<file path="src/verilog/lsu_settings.svh">
`ifndef LSU_SETTINGS_SVH
`define LSU_SETTINGS_SVH

// one doubleword per line
`define LSU_CACHE_LINES 16

// 512 doublewords, 4 KiB
`define LSU_RAM_WORDS_LOG2 9

// cycles from valid rise to done
`define LSU_RAM_LATENCY 2

`endif

</file>
<file path="src/verilog/lsu_pkg.sv">
`default_nettype none

package lsu_pkg;

    typedef enum logic [3:0] {
        NOP = 4'd0,
        LD  = 4'd1,
        LW  = 4'd2,
        LH  = 4'd3,
        LB  = 4'd4,
        LWU = 4'd5,
        LHU = 4'd6,
        LBU = 4'd7,
        SD  = 4'd8,
        SW  = 4'd9,
        SH  = 4'd10,
        SB  = 4'd11
    } mem_op_e;

    typedef enum logic [1:0] {
        IDLE   = 2'd0,
        SECOND = 2'd1,  // next doubleword of a crossing access
        DONE   = 2'd2
    } mem_state_e;

    typedef struct packed {
        logic        valid;
        logic        wen;
        logic [63:0] addr;   // doubleword aligned
        logic [63:0] wdata;
        logic [7:0]  mask;   // one bit per byte
    } cache_req_t;

    typedef struct packed {
        logic        done;   // one-cycle strobe
        logic [63:0] rdata;
    } cache_rsp_t;

endpackage

`default_nettype wire

</file>
<file path="src/verilog/dcache.sv">
`timescale 1ns/1ns
`default_nettype none
`include "lsu_settings.svh"

module dcache (
    input  wire                       clk,
    input  wire                       rst_n,
    input  wire  lsu_pkg::cache_req_t cpu_req,
    output lsu_pkg::cache_rsp_t       cpu_rsp,
    output lsu_pkg::cache_req_t       mem_req,
    input  wire  lsu_pkg::cache_rsp_t mem_rsp
);
    localparam int LINES = `LSU_CACHE_LINES;
    localparam int IDX_W = $clog2(LINES);
    localparam int TAG_W = `LSU_RAM_WORDS_LOG2 - IDX_W;

    logic [LINES-1:0] line_valid;
    logic [TAG_W-1:0] tag_q [LINES];
    logic [63:0]      data_q [LINES];
    logic [IDX_W-1:0] index;
    logic [TAG_W-1:0] tag;
    logic             hit;
    logic             refill;
    logic             update;

    assign index = cpu_req.addr[3 +: IDX_W];
    assign tag   = cpu_req.addr[3 + IDX_W +: TAG_W];
    assign hit   = line_valid[index] && (tag_q[index] == tag);

    // read miss fills on the ram's done, stores only touch present lines
    assign refill = cpu_req.valid && !cpu_req.wen && !hit && mem_rsp.done;
    assign update = cpu_req.valid && cpu_req.wen && hit && mem_rsp.done;

    always_comb begin
        mem_req       = cpu_req;
        mem_req.valid = cpu_req.valid && (cpu_req.wen || !hit);  // write through
        mem_req.mask  = cpu_req.wen ? cpu_req.mask : 8'hff;
        cpu_rsp.done  = cpu_req.valid && ((!cpu_req.wen && hit) || mem_rsp.done);
        cpu_rsp.rdata = hit ? data_q[index] : mem_rsp.rdata;
    end

    always_ff @(posedge clk or negedge rst_n) begin
        if (!rst_n) begin
            line_valid <= '0;
        end else if (refill) begin
            line_valid[index] <= 1'b1;
        end
    end

    always_ff @(posedge clk) begin
        if (refill) begin
            tag_q[index]  <= tag;
            data_q[index] <= mem_rsp.rdata;
        end else if (update) begin
            for (int b = 0; b < 8; b++) begin
                if (cpu_req.mask[b]) begin
                    data_q[index][8*b +: 8] <= cpu_req.wdata[8*b +: 8];  // merge lane
                end
            end
        end
    end

endmodule

`default_nettype wire

</file>
<file path="config.mk">
export PLATFORM = sky130hd
export DESIGN_NAME = dcache
export DESIGN_NICKNAME = d
export VERILOG_FILES = /design/src/verilog/lsu_pkg.sv /design/src/verilog/dcache.sv
export VERILOG_INCLUDE_DIRS = /design/src /design/src/verilog
export SDC_FILE = /design/constraint.sdc
export NUM_CORES = 1
export LEC_CHECK = 0
export BUFFER_PORTS_ARGS = -buffer_cell sky130_fd_sc_hd__buf_2
export CAP_MARGIN = 25
export CORE_ASPECT_RATIO = 1.25
export CORE_UTILIZATION = 40
export CTS_BUF_LIST = sky130_fd_sc_hd__clkbuf_4
export CTS_CLUSTER_DIAMETER = 150
export CTS_CLUSTER_SIZE = 16
export DETAILED_ROUTE_END_ITERATION = 10
export PLACE_DENSITY = 0.54
export SYNTH_ARGS = -nofsm -noshare
export SYNTH_HDL_FRONTEND = slang
export SYNTH_SLANG_ARGS = --single-unit
</file>
<file path="constraint.sdc">
create_clock -name clk -period 4.15 [get_ports clk]
set_input_delay 0.2075 -clock clk [delete_from_list [all_inputs] [get_ports clk]]
set_output_delay 0.2075 -clock clk [all_outputs]
set_load 0.01 [all_outputs]
</file>
==> results of run 1 <==
-- report_power, final --
part | switching [mW] | internal [mW] | leakage (nW) | total [mW]
clock | 3.22 | 1.06 | 0.442 | 4.28
combinational | 0.824 | 0.774 | 6.87 | 1.60
sequential | 0.0302 | 12.5 | 10.1 | 12.5
-- through the flow --
step | power (mW) | util
CTS | 18.6 | 0.458
floorplan | 13.8 | -
detailed placement | 14.2 | 0.434
finish | 18.4 | 0.461
global placement | 14.2 | 0.434
global route | 19.0 | 0.461
-- layout by cell type (no fill, tap or decap), types with 3 or more instances in the layout --
cell           count
o21bai_1          16
clkbuf_4          96
buf_6             64
nor2_1           148
nand2_1           24
mux2i_1            9
buf_8              3
nand4_1            3
buf_2            230
nand3_1            4
nand2b_1           9
buf_16             3
mux4_2           343
clkbuf_16          3
buf_4            201
buf_12             5
mux2_4           115
mux4_1             3
nand4_4            8
dfrtp_1           16
dlygate4sd3_1    142
edfxtp_1        1104
mux2_2            22
diode_2            3
nor2b_1            4
-- worst max-delay path: stages, from the launching register on --
cell and delay [ns]:
edfxtp_1 0.43, mux4_2 0.49, or4b_1 0.48, and4_1 0.18, a31oi_2 0.21, and4_4 0.30, buf_12 0.18, buf_12 0.18
mux2_4 0.33, buf_6 0.13
-- worst max-delay path by stage --
stage | startpoint | to | slack (ns) | depth (start not counted)
2_1_floorplan | tag_q[3][0] | data_q[12][10] | 0.72 | 10
3_3_place_gp | cpu_req[78] | data_q[3][55] | 0.27 | 11
3_5_place_dp | cpu_req[78] | data_q[7][2] | 0.21 | 11
4_1_cts | tag_q[2][0] | cpu_rsp[32] | -0.11 | 9
5_1_grt | tag_q[2][0] | cpu_rsp[16] | -0.12 | 9
6_report | tag_q[10][0] | cpu_rsp[1] | 0.06 | 9
-- layout make-up --
class	count	area (um2)
Antenna cell	3	7.51
Clock buffer	96	721
Fill cell	9421	61100
Multi-Input combinational cell	729	11100
Sequential cell	1120	33600
Tap cell	1470	1840
Timing Repair Buffer	653	5130
-- sequential cells by signal, indices dropped and copies added, names as in the netlist --
register,cells
data_q,1024
tag_q,80
line_valid,16
-- per-layer routing --
metal,vias up,share of wire
met1,11900,0.40
met2,652,0.53
li1,9459,-
met4,0,0.026
met3,183,0.050
met5,-,0
-- cells by family after synthesis --
group / after synthesis / synth area share
compound gates: 19 / 0.00322
simple gates: 215 / 0.0229
flops: 1120 / 0.731
buf+inv: 239 / 0.0318
mux: 491 / 0.210
xor+xnor: 3 / 0.000573
-- repair_timing --
action / in CTS / in global routing
hold buffers: 144 / 7
buffers inserted: 6 / 11
setup endpoints to repair: 66 / 184
hold endpoints to repair: 1177 / 112
cloned: 1 / 5
resized for setup: 107 / 39
pin swaps: 2 / 3
==> impl_metrics.tcl, run 1 <==
set metrics [dict create \
    cp_data_arrival_time_ns 3.89 \
    final_hold_viol_count 0 \
    fmax_ghz 0.244 \
    fin_crit_sh 0.986 \
    report.final.setup_viol 0 \
    dp_slack_ns 0.209 \
    cellLeakagePower_nw 17.4 \
    ant_nets 0 \
    rrSetupSlack_ns 0.36 \
    io_buffer_count 297 \
    grt_pass1_wl_um 164000 \
    min_path_cells 3 \
    drv_slew 0 \
    met2_usage 0.342 \
    min_period_ns 4.09 \
    ys_ff_latch 1120 \
    cts_tree "yes" \
    min_path_type "in2reg" \
    drive_gt1_frac 0.423 \
    seq_area_frac_synth 0.731 \
    wl_um 114000 \
    synth_top_area_share 0.722 \
    numCtsBuffers 79 \
    die-height_um 381 \
    cp.required_ns 3.94 \
    ys_types 36 \
    clkTransAtPathRegs_ns 0.16 \
    cts_max_level 3 \
    syn-num-nets 2292 \
    setup_slack_ns 0.0567 \
    syn_area_mm2 0.0459 \
    vias 22200 \
    clock_sinks 1120 \
    die-area_mm2 0.116 \
    synthTopCellsByCount "1104 x edfxtp_1, 341 x mux4_2, 149 x nor2_1" \
    drc 0 \
    use_met1 0.249 \
    grt_start_max_net_pins 116 \
    synth.avg_cell_area_um2 22.0 \
    clk-insertion-delay-late_ns 0.98 \
    tns_ns 0 \
    dr.pass1.iters 5 \
    fin_skew_ns 0.0606 \
    worstMarginPinSlew_ns 1.05 \
    syn_inst 2087 \
    ir_worst_vdd_mv 0.193 \
    fp.dieW_um 305 \
    via_per_inst 5.45 \
    synth_top_area_cell "edfxtp_1" \
    nets 2788 \
    overflow 0 \
    antenna_found_initial 1 \
    top_level_ports 408 \
    synth_area_leaders "edfxtp_1 72%, mux4_2 17%, buf_4 2.2%" \
    cts_buffer_depth 3 \
    track_usage 0.195 \
    core_area_mm2 0.113 \
    ys.flop_type "edfxtp_1" \
    powerDensity_mw_per_mm2 352 \
    syn2layout_area_growth_pct 14.1 \
    dp_cells 3805 \
    ff2ff_path_depth 10 \
    timing.max_cap.violations 0 \
    design_area_mm2 0.0524 \
    relSlewSlack 0.303 \
    wl_per_cell_um 27.9 \
    initial_core_util 0.405 \
    rows 138 \
    rr_startpoint "tag_q[10][0]" \
    path_class "reg2out" \
    status "completed" \
    hold-worst-slack_ns 0.148 \
    dpl_cell_area_mm2 0.0492 \
    min_to "data_q[12][44]" \
    synth_warnings 0 \
    yosysMostFrequentCell "edfxtp_1" \
    grtUsageMet3 0.0275 \
    dp_hpwl_um 73700 \
    synth_edf_count 1104 \
    path_max_fanout 11 \
    grt_pass1_vias 23800 \
    busiest_layer "met2" \
    rsz0062_at_grt "true" \
    initialDrtViolationCount 1773 \
    cp-end-kind "primary output" \
    final_cells 4071 \
    synth-async-reset-ratio 0.0143 \
    worstHoldStart "cpu_req[52]" \
    cts-root-buf "clkbuf_4" \
    place.gp.congestion 0.782 \
    r2r-end "data_q[3][50]" \
    critPathLaunchType "register" \
]
Note: power is estimated with default switching activity, not from simulation.
==> run 2, diff against run 1 <==
- REMOVE_ABC_BUFFERS: unset -> 1
==> run 2 against run 1 <==
  * Design area is 0.22% lower
  * Clock skew rose by 0.0087 ns
  * Fmax increased by 0.53%
  * Combinational power hardly changed
  * Cell count is 0.64% lower
  * Sequential cell count unchanged
  * Highest routed layer is now met5
==> impl_metrics.tcl, run 2 (same netlist as run 1, synthesis figures left out) <==
set metrics [dict create \
    max_stage_delay_ns 0.51 \
    grt_pass1_wl_um 169000 \
    antenna_found_initial 5 \
    met1Wirelength_um 48200 \
    cp_data_arrival_time_ns 3.86 \
    initialDrtViolationCount 1724 \
    hold-worst-slack_ns 0.177 \
    dp_hpwl_um 76100 \
    ir_worst_vdd_mv 0.195 \
    grt_pass1_vias 23500 \
    design_area_mm2 0.0522 \
    routed-wl-met3_um 6990 \
    io_buffer_count 297 \
    relSlewSlack 0.349 \
    layout_common_cells "1104 x edfxtp_1, 342 x mux4_2, 229 x buf_2" \
    dpl_cell_area_mm2 0.0492 \
    worstHoldStart "cpu_req[79]" \
    fmax_ghz 0.246 \
    core_area_mm2 0.113 \
    final_cells 4045 \
    powerDensity_mw_per_mm2 351 \
    top_level_ports 408 \
    cellLeakagePower_nw 17.3 \
    grt_start_max_net_pins 96 \
    largest_reg_flops 1024 \
    fp.dieW_um 305 \
    dr_wl_met2_um 59000 \
    multi_input_area_mm2 0.0111 \
    rr_startpoint "tag_q[15][4]" \
    drv_slew 0 \
    fin_skew_ns 0.0693 \
    wl_um 117000 \
    cp-end-kind "primary output" \
    rrSetupSlack_ns 0.41 \
    rsz0062_at_grt "true" \
    tns_ns 0 \
    startpoint "tag_q[15][4]" \
    highest_layer "met5" \
    status "completed" \
    top_register "data_q" \
    fin_crit_sh 0.981 \
    report.final.setup_viol 0 \
    timing.max_cap.violations 0 \
    dr.pass1.iters 5 \
    cp_slowest_cell "mux4_2" \
    final_common_cell "edfxtp_1" \
    min_period_ns 4.07 \
    drc 0 \
    top_regs "data_q (1024), tag_q (80), line_valid (16)" \
    post-route-util 0.460 \
    cts-root-buf "clkbuf_4" \
    final_hold_viol_count 0 \
    seq_area_mm2 0.0336 \
    numCtsBuffers 79 \
    drive_gt1_frac 0.417 \
    via_per_inst 5.50 \
    nets 2766 \
    path_class "reg2out" \
    n_fill_cell 9455 \
    dp_slack_ns 0.231 \
    worstMarginPinSlew_ns 0.974 \
    wl_per_cell_um 28.9 \
    die-height_um 381 \
    power_mw 18.3 \
    cts_buffer_depth 3 \
    rows 138 \
    clock_sinks 1120 \
    worst_path_most_repeated_cell "mux4_2" \
    die-area_mm2 0.116 \
    critPathLaunchType "register" \
    cts_tree "yes" \
    clk-insertion-delay-late_ns 1.00 \
    syn2layout_area_growth_pct 13.8 \
    vias 22300 \
    setup_slack_ns 0.0785 \
    cts_max_level 3 \
    min_path_type "in2reg" \
    dp_cells 3791 \
    path_max_fanout 6 \
    place.gp.congestion 0.767 \
    cp_cell_sequence "mux4_2 -> mux4_2 -> xor2_2 -> a31oi_2 -> and4_4 -> buf_12 -> buf_16 -> mux2_2 -> buf_6" \
    initial_core_util 0.405 \
    track_usage 0.203 \
    ant_nets 0 \
    overflow 0 \
    cp.required_ns 3.94 \
    clkTransAtPathRegs_ns 0.18 \
]
## run 2: worst max-delay path, delay by kind of cell, from the launching register on
kind | cells | cell delay (ns)
xor+xnor | 1 | 0.17
simple gates | 1 | 0.31
flops | 1 | 0.40
compound gates | 1 | 0.21
mux | 3 | 1.32
buf+inv | 3 | 0.43
## run 2: timing repair
item	CTS	global route
pin swaps	1	2
hold endpoints to repair	1264	0
resized for setup	148	7
cloned	4	1
hold buffers	145	0
setup buffers	9	0
endpoints found under the setup margin	64	66
## run 2: layer usage
| metal | vias to the layer above | GRT usage |
|---|---|---|
| met4 | 6 | 0.0536 |
| met1 | 12000 | 0.269 |
| li1 | 9416 | - |
| met3 | 112 | 0.0397 |
| met2 | 729 | 0.341 |
| met5 | - | 0.0129 |
## run 2: where the power goes
group | total (mW) | switching [mW] | internal (mW) | leakage, nW
combinational | 1.60 | 0.823 | 0.780 | 6.78
sequential | 12.5 | 0.0304 | 12.5 | 10.1
clock | 4.17 | 3.18 | 0.992 | 0.422
total | 18.3 | 4.03 | 14.3 | 17.3
## run 2: area by class of cell
cell class	instances	share of cell area
repair buffers	632	0.0965
multi-input cells	728	0.213
clock inverters	3	0.000216
clock buffers	89	0.0128
well taps	1470	0.0352
diodes	3	0.000144
flip-flops and latches	1120	0.642
## run 2: final timing paths
check	endpoint	cells after the start
hold / removal	tag_q[9][0]	2
min in group asynchronous	line_valid[3]	3
max in group asynchronous	line_valid[13]	3
setup reg to reg	data_q[5][43]	10
hold reg to reg	line_valid[10]	1
setup / recovery	cpu_rsp[8]	9
