$ cat src/verilog/lsu_settings.svh
`ifndef LSU_SETTINGS_SVH
`define LSU_SETTINGS_SVH

// one doubleword per line
`define LSU_CACHE_LINES 16

// 512 doublewords, 4 KiB
`define LSU_RAM_WORDS_LOG2 9

// cycles from valid rise to done
`define LSU_RAM_LATENCY 2

`endif

$ cat src/verilog/lsu_pkg.sv
`default_nettype none

package lsu_pkg;

    typedef enum logic [3:0] {
        NOP = 4'd0,
        LD  = 4'd1,
        LW  = 4'd2,
        LH  = 4'd3,
        LB  = 4'd4,
        LWU = 4'd5,
        LHU = 4'd6,
        LBU = 4'd7,
        SD  = 4'd8,
        SW  = 4'd9,
        SH  = 4'd10,
        SB  = 4'd11
    } mem_op_e;

    typedef enum logic [1:0] {
        IDLE   = 2'd0,
        SECOND = 2'd1,  // next doubleword of a crossing access
        DONE   = 2'd2
    } mem_state_e;

    typedef struct packed {
        logic        valid;
        logic        wen;
        logic [63:0] addr;   // doubleword aligned
        logic [63:0] wdata;
        logic [7:0]  mask;   // one bit per byte
    } cache_req_t;

    typedef struct packed {
        logic        done;   // one-cycle strobe
        logic [63:0] rdata;
    } cache_rsp_t;

endpackage

`default_nettype wire

$ cat src/verilog/mem_access_unit.sv
`timescale 1ns/1ns
`default_nettype none

module mem_access_unit (
    input  wire                       clk,
    input  wire                       flush,
    input  wire                       valid_in,
    input  wire                       go,
    input  wire  [63:0]               addr,
    input  wire  [63:0]               store_data,
    input  wire  lsu_pkg::mem_op_e    op,
    output logic                      valid_out,
    output logic                      ok,
    output logic [63:0]               load_data,
    output lsu_pkg::cache_req_t       cache_req,
    input  wire  lsu_pkg::cache_rsp_t cache_rsp,
    output logic                      rst_n_sync
);
    import lsu_pkg::*;

    logic [1:0]   rst_chain;
    mem_state_e   state;
    logic         pending;      // first request issued, no done yet
    logic         start;
    logic         is_store;
    logic [2:0]   offset;
    logic [7:0]   width_mask;
    logic [15:0]  span;         // byte lanes over both doublewords
    logic [127:0] wide_data;
    logic         crossing;
    logic [63:0]  rdata_lo;
    logic [63:0]  rdata_hi;
    logic [127:0] pair_shifted;
    logic [63:0]  aligned;

    // async assert, sync release
    always_ff @(posedge clk or negedge flush) begin
        if (!flush) begin
            rst_chain <= 2'b00;
        end else begin
            rst_chain <= {rst_chain[0], 1'b1};
        end
    end

    assign rst_n_sync = rst_chain[1];

    assign offset   = addr[2:0];
    assign start    = valid_in && go && (op != NOP);
    assign is_store = (op == SD) || (op == SW) || (op == SH) || (op == SB);

    always_comb begin
        case (op)
            LD, SD:      width_mask = 8'hff;
            LW, LWU, SW: width_mask = 8'h0f;
            LH, LHU, SH: width_mask = 8'h03;
            LB, LBU, SB: width_mask = 8'h01;
            default:     width_mask = 8'h00;
        endcase
    end

    assign span      = {8'h00, width_mask} << offset;
    assign wide_data = {64'd0, store_data} << {offset, 3'b000};
    assign crossing  = |span[15:8];

    always_comb begin
        cache_req.wen = is_store;
        if (state == SECOND) begin
            cache_req.valid = 1'b1;  // runs to completion
            cache_req.addr  = {addr[63:3] + 61'd1, 3'b000};
            cache_req.wdata = wide_data[127:64];
            cache_req.mask  = span[15:8];
        end else begin
            cache_req.valid = (state == IDLE) && (start || pending);
            cache_req.addr  = {addr[63:3], 3'b000};
            cache_req.wdata = wide_data[63:0];
            cache_req.mask  = span[7:0];
        end
    end

    always_ff @(posedge clk or negedge rst_n_sync) begin
        if (!rst_n_sync) begin
            state   <= IDLE;
            pending <= 1'b0;
        end else begin
            pending <= (state == IDLE) && cache_req.valid && !cache_rsp.done;
            case (state)
                IDLE: begin
                    if (cache_req.valid && cache_rsp.done) begin
                        state <= crossing ? SECOND : DONE;
                    end
                end
                SECOND: begin
                    if (cache_rsp.done) begin
                        state <= DONE;
                    end
                end
                default: begin
                    state <= IDLE;
                end
            endcase
        end
    end

    always_ff @(posedge clk) begin
        if (cache_req.valid && cache_rsp.done) begin
            if (state == SECOND) begin
                rdata_hi <= cache_rsp.rdata;
            end else begin
                rdata_lo <= cache_rsp.rdata;
            end
        end
    end

    // bring the addressed byte down to lane 0
    assign pair_shifted = {rdata_hi, rdata_lo} >> {offset, 3'b000};
    assign aligned      = pair_shifted[63:0];

    always_comb begin
        case (op)
            LD:      load_data = aligned;
            LW:      load_data = {{32{aligned[31]}}, aligned[31:0]};
            LH:      load_data = {{48{aligned[15]}}, aligned[15:0]};
            LB:      load_data = {{56{aligned[7]}}, aligned[7:0]};
            LWU:     load_data = {32'd0, aligned[31:0]};
            LHU:     load_data = {48'd0, aligned[15:0]};
            LBU:     load_data = {56'd0, aligned[7:0]};
            default: load_data = 64'd0;
        endcase
    end

    always_comb begin
        case (state)
            IDLE: begin
                valid_out = valid_in && go && (op == NOP);  // nop passes straight through
                ok        = !(start || pending);
            end
            SECOND: begin
                valid_out = 1'b0;
                ok        = 1'b0;
            end
            default: begin
                valid_out = 1'b1;
                ok        = 1'b1;
            end
        endcase
    end

endmodule

`default_nettype wire
$ cat config.mk
export PLATFORM = sky130hd
export DESIGN_NAME = mem_access_unit
export DESIGN_NICKNAME = d
export VERILOG_FILES = /design/src/verilog/lsu_settings.svh /design/src/verilog/lsu_pkg.sv /design/src/verilog/mem_access_unit.sv
export SDC_FILE = /design/constraint.sdc
export NUM_CORES = 1
export LEC_CHECK = 0
export ABC_CLOCK_PERIOD_IN_PS = 4320
export BUFFER_PORTS_ARGS = -buffer_cell sky130_fd_sc_hd__buf_2
export CORE_AREA = 4 4 193 176
export DETAILED_ROUTE_END_ITERATION = 8
export DIE_AREA = 0 0 197 180
export PLACE_DENSITY = 0.71
export SYNTH_ARGS = -nofsm -noshare
export SYNTH_HDL_FRONTEND = slang
export SYNTH_SLANG_ARGS = --single-unit
$ cat constraint.sdc
create_clock -name clk -period 4.32 [get_ports clk]
set_input_delay 0.216 -clock clk [delete_from_list [all_inputs] [get_ports clk]]
set_output_delay 0.216 -clock clk [all_outputs]
set_load 0.02 [all_outputs]
==> reports/metrics.yaml, run 1 <==
drv_slew: 0
max_cap_violations: 0
yosysMostFrequentCell: "nand2_1"
synth_warnings: 0
relSlewSlack_pct: 36.5
hold_depth: 1
worst_slew_pin_slew_ns: 0.953
drtIter0Drc: 854
dp_hpwl_um: 31000
clkSlewWorstSetupHoldPaths_ns: 0.07
track_usage_pct: 22.3
fin_cells: 1995
cp-end-kind: "output port"
syn_area_sq_um: 11300
antenna_found_initial: 0
grt_pass1_vias: 11300
clock-sinks: 125
ys_seq_area_share_pct: 32.9
vias_per_cell: 5.66
required_ns: 4.10
holdCritStartpoint: "cache_rsp[41]"
power_density_nw_per_um2: 279
max-clock-path-buffers: 2
placed_cells: 1898
criticalPathCategory: "flop to output port"
rsz0062_at_grt: "false"
synth_edf_count: 120
timing.hold.worst.class: "input port to flop"
finalCriticalPeriod_ns: 3.35
synth_ff_type: "edfxtp_1"
yosysTopAreaCell: "edfxtp_1"
yosys.area.top_type_share_pct: 31.8
io_pins: 406
cts_setup_buffers: 0
core_sq_um: 31800
start_util_pct: 35.6
overflow: 0
synthTopCellsByArea: "edfxtp_1, mux2i_1, mux4_2"
dr.pass1.iters: 5
cts_root_buf: "clkbuf_16"
core.rowCount: 62
fin_crit_sh_pct: 77.6
fp.dieH_um: 180
ff2ff_setup_slack_ns: 1.91
num_antenna_cells: 0
fmax_mhz: 298
cts_tree: "yes"
wl_um: 41200
cp_data_arrival_time_ns: 3.14
holdBufCountCts: 65
synth-seq-cells: 125
gp_congestion: 0.920
htree_num_levels: 4
avgSynthCellArea_sq_um: 9.76
dieArea_sq_um: 35500
grt_max_degree: 138
grt_pass1_wl_um: 63300
drive_gt1_share_pct: 38.9
r2r-end: "rdata_hi[38]$_DFFE_PP_"
ant_nets: 0
synth_commonest_cells: "nand2_1, edfxtp_1, mux2i_1"
syn_to_final_growth_pct: 30.3
wire_per_inst_um: 20.6
p_leak_uw: 0.00657
drc: 0
skew_ns: 0.0172
worst_slack_ns: 0.969
synthCells: 1162
io_buffers: 402
async_flop_share_pct: 4.00
worstSkewPairLatency_ns: 0.43
cts_buffers: 17
start_kind: "flop"
routed-via-count: 11300
peakVddDrop_mv: 0.425
final_nets: 1773
timing.rr.start: "state[0]$_DFFE_PN0P_"
holdPathEnd: "rdata_lo[41]$_DFFE_PP_"
final_hold_viol_count: 0
outcome: "finished, final reports clean"
setup_tns_ns: 0
pre_cts_ws_ns: 1.24
die_x_um: 197
yosysUniqueCellTypes: 59
worst-path-max-fanout: 18
finalSetupViolCount: 0
ctsResizeCount: 0
worst-r2r-cell-count: 5
-- metrics by stage --
step / power [uW] / area, sq um / hold WS, ns / util [%]
finish: 4120 / 14800 / 0.0308 / 46.4
global route: 4300 / 14800 / 0.00864 / 46.4
CTS: 4140 / 14800 / 0.00544 / 46.4
detailed placement: 2720 / 13600 / 0.00318 / 42.6
global placement: 2710 / 13600 / 0.00375 / 42.6
floorplan: 2270 / 11300 / -0.0796 / -
-- how the worst max path moves through the flow --
stage,slack (ns),end,start,cells after the start
floorplan,1.38,rdata_hi[0]$_DFFE_PP_,state[0]$_DFFE_PN0P_,5
detailed placement,1.24,cache_req[2],addr[2],7
finish,0.97,cache_req[50],state[1]$_DFFE_PN0P_,5
global placement,1.30,load_data[14],addr[0],6
global route,0.68,cache_req[18],state[1]$_DFFE_PN0P_,5
CTS,0.93,cache_req[16],state[1]$_DFFE_PN0P_,5
-- cells in the final DEF (no fill, tap or decap), types with 25 or more instances in the layout --
master / netlist / routed
mux2_2: 56 / 56
o21ai_2: 28 / 28
dlygate4sd3_1: 0 / 65
buf_2: 22 / 399
a211oi_1: 28 / 28
and3_1: 27 / 27
nor2_1: 88 / 86
o21ai_0: 41 / 41
mux2i_1: 113 / 113
xnor2_1: 47 / 47
edfxtp_1: 120 / 120
mux4_2: 49 / 49
a21o_1: 25 / 25
a21oi_1: 43 / 43
nand3_1: 30 / 30
nand2_1: 127 / 127
nand4_1: 27 / 27
-- per-layer routing --
metal,global-route usage [%],vias to the layer above,routed length [um],share of wire [%]
met1,29.2,5440,17100,41
met3,4.94,56,3360,8.2
met5,0,-,0,0
li1,-,5189,-,-
met4,5.93,0,795,1.9
met2,37.4,600,20000,48
-- state kept, by name, summed over array words and instances, names as in the netlist --
| signal | cells |
|---|---|
| rdata_lo | 64 |
| rdata_hi | 56 |
| rst_chain | 2 |
| state | 2 |
| pending | 1 |
-- where the power goes --
part / internal (uW) / total [uW] / switching, uW
clock: 796 / 1360 / 563
sequential: 1390 / 1420 / 29.8
combinational: 524 / 1340 / 813
-- final cells by class --
class / instances / area [sq um]
Fill cell: 2959 / 17000
Clock buffer: 17 / 425
Clock inverter: 15 / 134
Multi-Input combinational cell: 914 / 7050
Tap cell: 416 / 520
Sequential cell: 125 / 3730
Inverter: 24 / 93.8
Timing Repair Buffer: 484 / 2820
-- critical path, stage by stage (launching register included) --
cell and delay, ns:
dfrtp_1 0.46, nand2b_1 0.69, nand2_1 0.69, o21ai_0 0.49, a22o_1 0.20, buf_2 0.17
-- kinds of logic (layout without fill, tap and decap cells) --
family / Yosys count / after routing / share of synthesized area (%)
AND/OR/NAND/NOR: 369 / 369 / 15.5
multiplexers: 218 / 218 / 25.3
flip-flops: 125 / 125 / 32.9
adder cells (fa/ha/maj): 6 / 6 / 0.662
buffers and inverters: 125 / 540 / 5.04
XOR/XNOR: 60 / 60 / 4.63
other: 2 / 4 / 0.0662
AO/OA/AOI/OAI: 257 / 257 / 15.9
No activity file was read; power rests on OpenSTA's default activity.
==> run 2: changes to the inputs <==
--- a/config.mk
+++ b/config.mk
@@ -5,12 +5,12 @@
 export SDC_FILE = /design/constraint.sdc
 export NUM_CORES = 1
 export LEC_CHECK = 0
-export ABC_CLOCK_PERIOD_IN_PS = 4320
+export ABC_CLOCK_PERIOD_IN_PS = 2900
 export BUFFER_PORTS_ARGS = -buffer_cell sky130_fd_sc_hd__buf_2
 export CORE_AREA = 4 4 193 176
 export DETAILED_ROUTE_END_ITERATION = 8
 export DIE_AREA = 0 0 197 180
-export PLACE_DENSITY = 0.71
+export PLACE_DENSITY = 0.74
 export SYNTH_ARGS = -nofsm -noshare
 export SYNTH_HDL_FRONTEND = slang
 export SYNTH_SLANG_ARGS = --single-unit
==> constraint.sdc (replaced) <==
create_clock -name clk -period 2.9 [get_ports clk]
set_input_delay 0.145 -clock clk [delete_from_list [all_inputs] [get_ports clk]]
set_output_delay 0.145 -clock clk [all_outputs]
set_load 0.02 [all_outputs]
==> reports/metrics.yaml, run 2 (synthesis results as in run 1) <==
outcome: "finished, final reports clean"
post-route-cell-area_sq_um: 15100  # +2.5%
final_nets: 1797  # +1.4%
grt_pass1_wl_um: 65800  # +4.0%
gp_congestion: 0.918  # -0.29%
grt_pass1_vias: 11600  # +2.5%
overflow: 0  # unchanged
fin_crit_sh_pct: 98.4
dieArea_sq_um: 35500  # unchanged
dr.pass1.iters: 7  # +2
peakVddDrop_mv: 0.406  # -4.4%
drive_gt1_share_pct: 39.9  # +0.90 points
largestRegisters: "rdata_lo: 64 flops, rdata_hi: 56 flops"
die_x_um: 197  # unchanged
finalCriticalPeriod_ns: 2.86
placed_area_sq_um: 13700  # +1.2%
wl_um: 43500  # +5.7%
worst-path-max-fanout: 9  # -9
seqPwrFrac_pct: 32.3  # -2.2 points
post-route-util_pct: 47.6  # +1.2 points
power.total_uw: 6570  # +59%
finalSetupViolCount: 0  # unchanged
cts_root_buf: "clkbuf_16"
cp-end-kind: "output port"
drv_slew: 0  # unchanged
core_sq_um: 31800  # unchanged
relSlewSlack_pct: 36.3  # -0.18 points
ant_nets: 0  # unchanged
max-clock-path-buffers: 2  # unchanged
cp.buffers_inverters: 3  # +2
antenna_found_initial: 1  # +1
cp_data_arrival_time_ns: 2.71  # -0.43 ns
p_leak_uw: 0.00676  # +2.9%
critical_path.cell_chain: "mux2i_1, mux4_2, or3_4, buf_4, a21boi_4, buf_4, o21ai_1, buf_2"
wire_per_inst_um: 21.6  # +4.5%
io_buffers: 402  # unchanged
fp.dieH_um: 180  # unchanged
final_cell_mix: "buf_2, nand2_1, edfxtp_1, mux2i_1, nor2_1"
final_hold_viol_count: 0  # unchanged
switching_share_pct: 31.7  # -2.4 points
htree_num_levels: 4  # unchanged
crit_family: "multiplexers"
ff2ff_setup_slack_ns: 0.92  # -0.99 ns
track_usage_pct: 23.3  # +1.0 points
cp_common_cell: "buf_4"
cp_slowest_stage_delay_ns: 0.53  # -0.16 ns
start_kind: "flop"
drc: 0  # unchanged
combPwrFrac_pct: 31.3  # -1.2 points
cts_tree: "yes"
setup_tns_ns: 0  # unchanged
clock-sinks: 125  # unchanged
core.rowCount: 62  # unchanged
top_register: "rdata_lo"
fmax_mhz: 350
largest_reg_flops: 64  # unchanged
rsz0062_at_grt: "true"
p_clk_share_pct: 36.4  # +3.4 points
p_switching_uw: 2080  # +48%
clkSlewWorstSetupHoldPaths_ns: 0.05  # -0.02 ns
worstSkewPairLatency_ns: 0.42  # about the same
hold_slack_ns: 0.0414  # +0.0106 ns
max_cap_violations: 0  # unchanged
start_util_pct: 35.6  # unchanged
crit_slowest_cell: "mux4_2"
required_ns: 2.76  # -1.34 ns
cts_buffers: 17  # unchanged
timing.hold.worst.class: "input port to async pin"
vias_per_cell: 5.71  # +0.88%
io_pins: 406  # unchanged
skew_ns: 0.00423  # -0.0130 ns
grt_max_degree: 138  # unchanged
drtIter0Drc: 1104  # +29%
criticalPathCategory: "flop to output port"
dp_hpwl_um: 31900  # +2.7%
syn_to_final_growth_pct: 33.6
routed-via-count: 11500  # +2.0%
final_common_cell: "buf_2"
power_density_nw_per_um2: 434  # +56%
p_int_uw: 4490  # +65%
worst_slew_pin_slew_ns: 0.955  # +0.00271 ns
run 2: final timing paths:
check                                        from                      to  cells past startpoint
max in group asynchronous  rst_chain[1]$_DFF_PN0_    state[0]$_DFFE_PN0P_                      0
min in group clk                               go       pending$_DFF_PN0_                      3
hold reg to reg            rst_chain[1]$_DFF_PN0_    state[1]$_DFFE_PN0P_                      0
setup / recovery           rdata_lo[55]$_DFFE_PP_           load_data[23]                      8
setup reg to reg             state[0]$_DFFE_PN0P_  rdata_hi[30]$_DFFE_PP_                      5
hold / removal                              flush  rst_chain[0]$_DFF_PN0_                      2
run 2: what timing repair did:
action                                  CTS  global route
setup buffers                             5             1
gates resized for setup                   1             4
endpoints found under the hold margin   125             0
gates cloned                              1             0
pin swaps                                 1             1
endpoints found under the setup margin   28            18
hold buffers                             66             0
run 2: layout make-up:
cell class,count,area (sq um)
Inverter,24,93.8
Multi-Input combinational cell,915,7080
Fill cell,2922,16700
Sequential cell,125,3730
Antenna cell,1,2.50
Clock inverter,12,219
Tap cell,416,520
Clock buffer,18,429
Timing Repair Buffer,507,3070
run 2: worst register-to-register path: stages, from the launching register on:
cell,delay [ns]
dfrtp_1,0.48
inv_1,0.11
nor2_2,0.16
buf_4,0.30
and2_2,0.22
buf_12,0.27
run 2: per-layer routing:
layer	wire, um	global-route usage, %	vias up	part of all wire (%)
met5	0	0	-	0
met1	17700	30.2	5530	41
met2	21200	40.2	669	49
met3	3650	4.29	76	8.4
li1	-	-	5241	-
met4	997	6.10	0	2.3
run 2: power groups by stage:
stage                     Sequential [uW]  Clock (uW)  Combinational (uW)
after floorplan                      2140           0                1240
after global placement               2150           0                1920
after detailed placement             2150           0                1940
after CTS                            2120        2410                2040
after global routing                 2130        2500                2200
final                                2120        2390                2060
run 2: per-stage QoR:
| step | instances | setup slack, ns |
|---|---|---|
| 6_report | 2018 | 0.0450 |
| 3_3_place_gp | 1914 | 0.322 |
| 2_1_floorplan | 1164 | 0.276 |
| 4_1_cts | 2016 | 0.0251 |
| 5_1_grt | 2018 | -0.0338 |
| 3_5_place_dp | 1914 | 0.208 |
